File: src/hdl/cl_pkg.sv
/*
  Shared widths, word types and the OCL register map.
  The address map is fixed. Both registers are 32-bit, full-word access only.
*/
`default_nettype none

package cl_pkg;

  // --------------------------------------------------
  // Bus and LED widths
  // --------------------------------------------------
  localparam int ADDR_W = 32;
  localparam int DATA_W = 32;
  // One bit per virtual LED and per virtual DIP switch
  localparam int VLED_W = 16;

  typedef logic [ADDR_W-1:0] addr_t;
  typedef logic [DATA_W-1:0] data_t;
  typedef logic [VLED_W-1:0] vled_t;

  // --------------------------------------------------
  // Register map
  // --------------------------------------------------
  // Written as a word, read back byte-reversed
  localparam addr_t HELLO_WORLD_ADDR = 32'h0000_0500;
  // Read-only LED shadow with the upper half reading as zero
  localparam addr_t VLED_ADDR        = 32'h0000_0504;

endpackage

`default_nettype wire
File: src/hdl/reg_bus_if.sv
/*
  Register access bus between the AXI-lite slave and the register file.
  wr_en is a single-cycle commit strobe. rd_data must be combinational from rd_addr.
*/
`timescale 1ns/100ps
`default_nettype none

interface reg_bus_if;

  // Write side commits on the edge where wr_en is high
  logic          wr_en;
  cl_pkg::addr_t wr_addr;
  cl_pkg::data_t wr_data;

  // Read side is a pure decode with no latency
  cl_pkg::addr_t rd_addr;
  cl_pkg::data_t rd_data;

  modport slave_mp (
    output wr_en,
    output wr_addr,
    output wr_data,
    output rd_addr,
    input  rd_data
  );

  modport regs_mp (
    input  wr_en,
    input  wr_addr,
    input  wr_data,
    input  rd_addr,
    output rd_data
  );

endinterface

`default_nettype wire

File: src/hdl/cl_hello_world.sv
/*
  Control-logic top. OCL AXI-lite slave, hello-world register and virtual LEDs.
  Single clock, reset already synchronous to clk_main_a0.
*/
`timescale 1ns/100ps
`default_nettype none

module cl_hello_world #(
  parameter int SYNC_STAGES = 2
) (
  input  logic          clk_main_a0,
  input  logic          rst_main_n_sync,
  // OCL write address
  input  logic          sh_ocl_awvalid,
  input  cl_pkg::addr_t sh_ocl_awaddr,
  output logic          ocl_sh_awready,
  // OCL write data
  input  logic          sh_ocl_wvalid,
  input  cl_pkg::data_t sh_ocl_wdata,
  output logic          ocl_sh_wready,
  // OCL write response
  output logic          ocl_sh_bvalid,
  input  logic          sh_ocl_bready,
  // OCL read address
  input  logic          sh_ocl_arvalid,
  input  cl_pkg::addr_t sh_ocl_araddr,
  output logic          ocl_sh_arready,
  // OCL read data
  output logic          ocl_sh_rvalid,
  output cl_pkg::data_t ocl_sh_rdata,
  input  logic          sh_ocl_rready,
  // Virtual switches and LEDs
  input  cl_pkg::vled_t sh_cl_status_vdip,
  output cl_pkg::vled_t cl_sh_status_vled
);

  reg_bus_if     reg_bus ();
  cl_pkg::vled_t hello_low;
  cl_pkg::vled_t vled_shadow;

  // --------------------------------------------------
  // OCL bus slave
  // --------------------------------------------------
  ocl_axil_slave u_ocl_axil_slave (
    .clk_main_a0     (clk_main_a0),
    .rst_main_n_sync (rst_main_n_sync),
    .awvalid         (sh_ocl_awvalid),
    .awaddr          (sh_ocl_awaddr),
    .awready         (ocl_sh_awready),
    .wvalid          (sh_ocl_wvalid),
    .wdata           (sh_ocl_wdata),
    .wready          (ocl_sh_wready),
    .bvalid          (ocl_sh_bvalid),
    .bready          (sh_ocl_bready),
    .arvalid         (sh_ocl_arvalid),
    .araddr          (sh_ocl_araddr),
    .arready         (ocl_sh_arready),
    .rvalid          (ocl_sh_rvalid),
    .rdata           (ocl_sh_rdata),
    .rready          (sh_ocl_rready),
    .bus             (reg_bus.slave_mp)
  );

  // --------------------------------------------------
  // Registers and LED path
  // --------------------------------------------------
  cl_regs u_cl_regs (
    .clk_main_a0     (clk_main_a0),
    .rst_main_n_sync (rst_main_n_sync),
    .bus             (reg_bus.regs_mp),
    .vled_shadow     (vled_shadow),
    .hello_low       (hello_low)
  );

  vled_status #(
    .SYNC_STAGES (SYNC_STAGES)
  ) u_vled_status (
    .clk_main_a0     (clk_main_a0),
    .rst_main_n_sync (rst_main_n_sync),
    .hello_low       (hello_low),
    .vdip            (sh_cl_status_vdip),
    .vled_shadow     (vled_shadow),
    .status_vled     (cl_sh_status_vled)
  );

endmodule

`default_nettype wire

File: src/hdl/vled_status.sv
/*
  Virtual LED shadow and the DIP-masked LED status output.
  SYNC_STAGES must be 2 or more. DIP to LED latency is SYNC_STAGES+1 cycles.
*/
`timescale 1ns/100ps
`default_nettype none

module vled_status #(
  parameter int SYNC_STAGES = 2
) (
  input  logic          clk_main_a0,
  input  logic          rst_main_n_sync,
  input  cl_pkg::vled_t hello_low,
  input  cl_pkg::vled_t vdip,
  output cl_pkg::vled_t vled_shadow,
  output cl_pkg::vled_t status_vled
);

  // --------------------------------------------------
  // DIP synchronizer chain
  // --------------------------------------------------
  // Entry 0 samples the async switches, last entry is safe to use
  cl_pkg::vled_t dip_sync [SYNC_STAGES];

  always_ff @(posedge clk_main_a0)
  begin
    if (!rst_main_n_sync)
    begin
      for (int i = 0; i < SYNC_STAGES; i++)
        dip_sync[i] <= '0;
    end
    else
    begin
      dip_sync[0] <= vdip;
      for (int i = 1; i < SYNC_STAGES; i++)
        dip_sync[i] <= dip_sync[i-1];
    end
  end

  // --------------------------------------------------
  // LED shadow and masked output
  // --------------------------------------------------
  always_ff @(posedge clk_main_a0)
  begin
    if (!rst_main_n_sync)
    begin
      vled_shadow <= '0;
      status_vled <= '0;
    end
    else
    begin
      // Shadow trails the hello-world register by one cycle
      vled_shadow <= hello_low;
      // A switch in the off position blanks its LED
      status_vled <= vled_shadow & dip_sync[SYNC_STAGES-1];
    end
  end

endmodule

`default_nettype wire

File: src/hdl/cl_regs.sv
/*
  Hello-world register and the OCL read decode.
  Unmapped reads return zero. Unmapped writes are dropped.
*/
`timescale 1ns/100ps
`default_nettype none

module cl_regs (
  input  logic          clk_main_a0,
  input  logic          rst_main_n_sync,
  reg_bus_if.regs_mp    bus,
  input  cl_pkg::vled_t vled_shadow,
  output cl_pkg::vled_t hello_low
);

  // --------------------------------------------------
  // Hello-world register
  // --------------------------------------------------
  cl_pkg::data_t hello_q;
  cl_pkg::data_t hello_swapped;

  always_ff @(posedge clk_main_a0)
  begin
    if (!rst_main_n_sync)
      hello_q <= '0;
    else if (bus.wr_en && (bus.wr_addr == cl_pkg::HELLO_WORLD_ADDR))
      hello_q <= bus.wr_data;
  end

  // Byte order reversed on readback
  assign hello_swapped = {<<8{hello_q}};

  // Low half feeds the LED shadow
  assign hello_low = hello_q[cl_pkg::VLED_W-1:0];

  // --------------------------------------------------
  // Read decode
  // --------------------------------------------------
  always_comb
  begin
    case (bus.rd_addr)
      cl_pkg::HELLO_WORLD_ADDR:
        bus.rd_data = hello_swapped;
      cl_pkg::VLED_ADDR:
        bus.rd_data = cl_pkg::data_t'(vled_shadow);
      // Anything else reads as zero
      default:
        bus.rd_data = '0;
    endcase
  end

endmodule

`default_nettype wire

File: src/hdl/ocl_axil_slave.sv
/*
  Single-beat AXI-lite slave for the OCL path. No WSTRB and no PROT.
  Responses are always OKAY, so BRESP and RRESP are not carried.
  Only one write and one read are in flight at a time.
*/
`timescale 1ns/100ps
`default_nettype none

module ocl_axil_slave (
  input  logic          clk_main_a0,
  input  logic          rst_main_n_sync,
  // Write address and data
  input  logic          awvalid,
  input  cl_pkg::addr_t awaddr,
  output logic          awready,
  input  logic          wvalid,
  input  cl_pkg::data_t wdata,
  output logic          wready,
  // Write response
  output logic          bvalid,
  input  logic          bready,
  // Read address and data
  input  logic          arvalid,
  input  cl_pkg::addr_t araddr,
  output logic          arready,
  output logic          rvalid,
  output cl_pkg::data_t rdata,
  input  logic          rready,
  // Register file side
  reg_bus_if.slave_mp   bus
);

  // --------------------------------------------------
  // Write channel
  // --------------------------------------------------
  logic          wr_active;
  cl_pkg::addr_t wr_addr_q;
  logic          aw_hs;
  logic          w_hs;
  logic          b_hs;

  // New address only while no write is open
  assign awready = ~wr_active;
  // Data accepted once per write and never again while B is pending
  assign wready  = wr_active & ~bvalid & wvalid;

  assign aw_hs = awvalid & awready;
  assign w_hs  = wvalid & wready;
  assign b_hs  = bvalid & bready;

  always_ff @(posedge clk_main_a0)
  begin
    if (!rst_main_n_sync)
    begin
      wr_active <= 1'b0;
      bvalid    <= 1'b0;
    end
    else
    begin
      // Open on AW, close on B
      if (aw_hs)
        wr_active <= 1'b1;
      else if (b_hs)
        wr_active <= 1'b0;
      // Response goes out on the same edge the register commits
      if (w_hs)
        bvalid <= 1'b1;
      else if (b_hs)
        bvalid <= 1'b0;
    end
  end

  // Address held for the W beat
  always_ff @(posedge clk_main_a0)
  begin
    if (aw_hs)
      wr_addr_q <= awaddr;
  end

  assign bus.wr_en   = w_hs;
  assign bus.wr_addr = wr_addr_q;
  assign bus.wr_data = wdata;

  // --------------------------------------------------
  // Read channel
  // --------------------------------------------------
  logic          rd_pend;
  logic          rd_wait;
  logic          rd_fire;
  cl_pkg::addr_t rd_addr_q;
  logic          ar_hs;
  logic          r_hs;

  assign arready = ~rd_pend & ~rvalid;
  assign ar_hs   = arvalid & arready;
  assign r_hs    = rvalid & rready;
  // Second edge after the AR beat
  assign rd_fire = rd_pend & rd_wait;

  always_ff @(posedge clk_main_a0)
  begin
    if (!rst_main_n_sync)
    begin
      rd_pend <= 1'b0;
      rd_wait <= 1'b0;
      rvalid  <= 1'b0;
    end
    else
    begin
      if (ar_hs)
        rd_pend <= 1'b1;
      else if (rd_fire)
        rd_pend <= 1'b0;
      // One idle cycle for the decode to settle
      rd_wait <= rd_pend & ~rd_wait;
      if (rd_fire)
        rvalid <= 1'b1;
      else if (r_hs)
        rvalid <= 1'b0;
    end
  end

  // Read address and captured read data
  always_ff @(posedge clk_main_a0)
  begin
    if (ar_hs)
      rd_addr_q <= araddr;
    // Held until R handshake since rd_fire cannot recur before it
    if (rd_fire)
      rdata <= bus.rd_data;
  end

  assign bus.rd_addr = rd_addr_q;

endmodule

`default_nettype wire

File: config.mk
export PLATFORM = sky130hd
export DESIGN_NAME = cl_hello_world
export DESIGN_NICKNAME = d
export VERILOG_FILES = /design/src/hdl/cl_pkg.sv /design/src/hdl/reg_bus_if.sv /design/src/hdl/cl_hello_world.sv /design/src/hdl/vled_status.sv /design/src/hdl/cl_regs.sv /design/src/hdl/ocl_axil_slave.sv
export SDC_FILE = /design/constraint.sdc
export NUM_CORES = 1
export LEC_CHECK = 0
export BUFFER_PORTS_ARGS = -buffer_cell sky130_fd_sc_hd__buf_2
export CAP_MARGIN = 40
export CORE_UTILIZATION = 30
export DETAILED_ROUTE_END_ITERATION = 8
export PLACE_DENSITY = 0.48
export SLEW_MARGIN = 20
export SYNTH_ARGS = -nofsm -noshare
export SYNTH_HDL_FRONTEND = slang
export SYNTH_HIERARCHICAL = 1
export SYNTH_SLANG_ARGS = --single-unit
File: constraint.sdc
create_clock -name clk_main_a0 -period 4.2 [get_ports clk_main_a0]
set_clock_uncertainty 0.05 [all_clocks]
set_input_delay 0.21 -clock clk_main_a0 [delete_from_list [all_inputs] [get_ports clk_main_a0]]
set_output_delay 0.21 -clock clk_main_a0 [all_outputs]
set_load 0.01 [all_outputs]
==> reports/qor.yml <==
setup_viol_count_final: 0
numPortBuffers: 171
utilization_pct: 41.7
max_cap_violations: 0
dr.pass1.iters: 5
yosys_warnings: 6
grt.overflow.total: 0
drc_errors: 0
grt_pass1_vias: 4996
hold_viol: 0
rsz0062_at_grt: "false"
nets: 881
clock.fmax_mhz: 449
core_um2: 23600
cts_buffers: 17
path_cells: "nand2_1, nor2_1, nor4b_4, nand4_2, buf_8, o31ai_1, a21oi_1"
synth_area_um2: 7280
avgViaCountPerCell: 4.40
vias: 4820
yosysUniqueCellTypes: 40
fin_crit_sh_pct: 53.0
synth.top_cell.area_share_pct: 39.6
totalWireLength_um: 16900
row_count: 56
leakage_nw: 3.91
die_w_um: 158
syn_inst: 532
gp_congestion: 0.731
worstSetupStartpointType: "register"
grt_pass1_wl_um: 26400
yosysTopAreaCell: "edfxtp_1"
worst_pin_slew_ns: 0.711
synth_seq_area_share_pct: 67.4
clockBufferDepth: 2
worstSetupPathType: "register to register"
antenna_found_initial: 1
cts_sinks: 197
total_power_mw: 4.01
p_per_area_nw_per_um2: 407
hpwl_um: 11500
ant_nets: 0
cp.arrival_ns: 2.47
grt_max_degree: 69
outcome: "complete, no violations"
hp-class: "primary input to register"
whs_ns: 0.0209
finalCriticalPeriod_ns: 2.23
ir_drop_mv: 0.188
die_h_um: 158
clk_latency_ns: 0.43
synth_area_per_cell_um2: 13.7
ys_seq_elements: 197
cp_data_required_time_ns: 4.44
cpPeakStageDelay_ns: 0.48
crit_path_max_fanout: 17
endpoint_kind: "register"
drive_above_1_share_pct: 33.0
synth_nets: 651
slew_headroom_pct: 52.6
synthTopCellsByArea: "edfxtp_1 (40%), dfxtp_1 (28%), and2_1 (5.7%)"
cts_max_level: 4
drt_iter0_markers: 189
post_drt_wl_per_cell_um: 15.5
slowest_stage: "nand4_2"
clk_pin_slew_ns: 0.07
cts_root_buffer: "clkbuf_16"
dieArea_um2: 24900
syn_to_final_growth_pct: 35.3
post-cts-setup-buffer-count: 0
finalSetupTns_ns: 0
floorplan.initialDensity_pct: 30.8
finalMaxSlewViolations: 0
track_usage_pct: 14.2
cts_tree: "yes"
ios: 172
## cells in the mapped netlist (all sizes together)
master / count
dfxtp: 101
edfxtp: 96
buf: 70
and2: 66
nand4: 36
o31ai: 33
a21oi: 32
nor2: 19
and3: 16
mux2i: 16
clkbuf: 14
nor4: 9
nor4b: 5
nor3: 3
and4: 2
inv: 2
nand2: 2
a31o: 1
a31oi: 1
and2b: 1
and3b: 1
nand3b: 1
nor2b: 1
o21a: 1
o21ai: 1
or2: 1
or3: 1
## cell usage in the layout (no fill, tap or decap), types with 3 or more instances in the layout
master and n:
nor4_1 4, o31ai_1 33, a21oi_1 32, nor4b_2 3, nor2_4 5, and2_1 65, buf_4 6, buf_2 171
dlygate4sd3_1 111, clkbuf_16 20, nor2_1 9, inv_8 4, nand4_1 35, mux2i_1 16, edfxtp_1 96, buf_8 5
and3_2 14, nor4_2 3, inv_6 3, dfxtp_1 101, nor2_2 5
## layer usage
metal / up-vias / part of all wire (%) / GRT usage, %
met5: - / 0 / 0
met4: 0 / 2.5 / 5.96
met3: 26 / 4.6 / 3.81
met2: 147 / 48 / 23.8
met1: 2307 / 45 / 17.1
li1: 2340 / - / -
## logic make-up (layout without fill, tap and decap cells)
| group | count (synthesis) | in the layout | synth area share, % |
|---|---|---|---|
| flops | 197 | 197 | 67.4 |
| mux | 16 | 16 | 2.20 |
| buf+inv | 86 | 329 | 8.39 |
| simple gates | 164 | 164 | 16.1 |
| other cells | 0 | 1 | 0 |
| compound gates | 69 | 69 | 5.98 |
## power breakdown
group / internal, mW / switching (mW)
Clock: 0.899 / 0.772
Combinational: 0.138 / 0.0997
Sequential: 2.08 / 0.0243
Total: 3.12 / 0.896
## cell type report
type                       instances  area (um^2)
clock inverter                    12          124
fill                            2223        13800
clock buffer                      20          500
multi-input combinational        249         1770
sequential                       197         4900
timing repair buffer             295         2140
inverter                           2         7.51
antenna                            1         2.50
tap                              319          399
## per-stage QoR
| step | setup slack, ns | instance area [um^2] | instances |
|---|---|---|---|
| 6_report | 1.97 | 9850 | 1095 |
| 5_1_grt | 1.71 | 9850 | 1095 |
| 4_1_cts | 1.96 | 9850 | 1094 |
| 3_5_place_dp | 1.96 | 8110 | 951 |
| 3_3_place_gp | 1.87 | 7980 | 943 |
| 2_1_floorplan | 2.34 | 7280 | 532 |
## worst max-delay path, delay by kind of cell (launching register included)
| kind | cells | cell delay (ns) |
|---|---|---|
| AND/OR/NAND/NOR | 4 | 0.95 |
| AO/OA/AOI/OAI | 2 | 0.35 |
| buffers and inverters | 1 | 0.35 |
| flip-flops | 1 | 0.39 |
## state kept, by name (all words and copies together), names as in the netlist
name and cells:
u_vled_status/vled_shadow 16, u_cl_regs/hello_q 32, u_ocl_axil_slave/bus.rd_addr 32, u_ocl_axil_slave/rd_pend 1, u_ocl_axil_slave/rd_wait 1, u_vled_status/dip_sync 32
u_ocl_axil_slave/bvalid 1, u_vled_status/status_vled 16, u_ocl_axil_slave/wr_active 1, u_ocl_axil_slave/bus.wr_addr 32, u_ocl_axil_slave/rdata 32, u_ocl_axil_slave/rvalid 1
## timing repair
action / CTS / global route
setup endpoints to repair: 0 / 0
hold buffers: 111 / 0
resized for setup: 0 / 0
hold endpoints to repair: 111 / 0
## worst paths after layout
path                                                   start                             to  slack [ns]  cells past startpoint
worst max-delay path              u_ocl_axil_slave/wr_active          u_cl_regs/hello_q[26]        1.97                      7
worst min-delay path                        sh_ocl_wdata[18]          u_cl_regs/hello_q[18]        0.02                      3
worst max register to register    u_ocl_axil_slave/wr_active          u_cl_regs/hello_q[26]        1.97                      7
worst min register to register  u_vled_status/dip_sync[0][5]  u_vled_status/dip_sync[0][21]        0.39                      1
No activity file was read; power rests on OpenSTA's default activity.
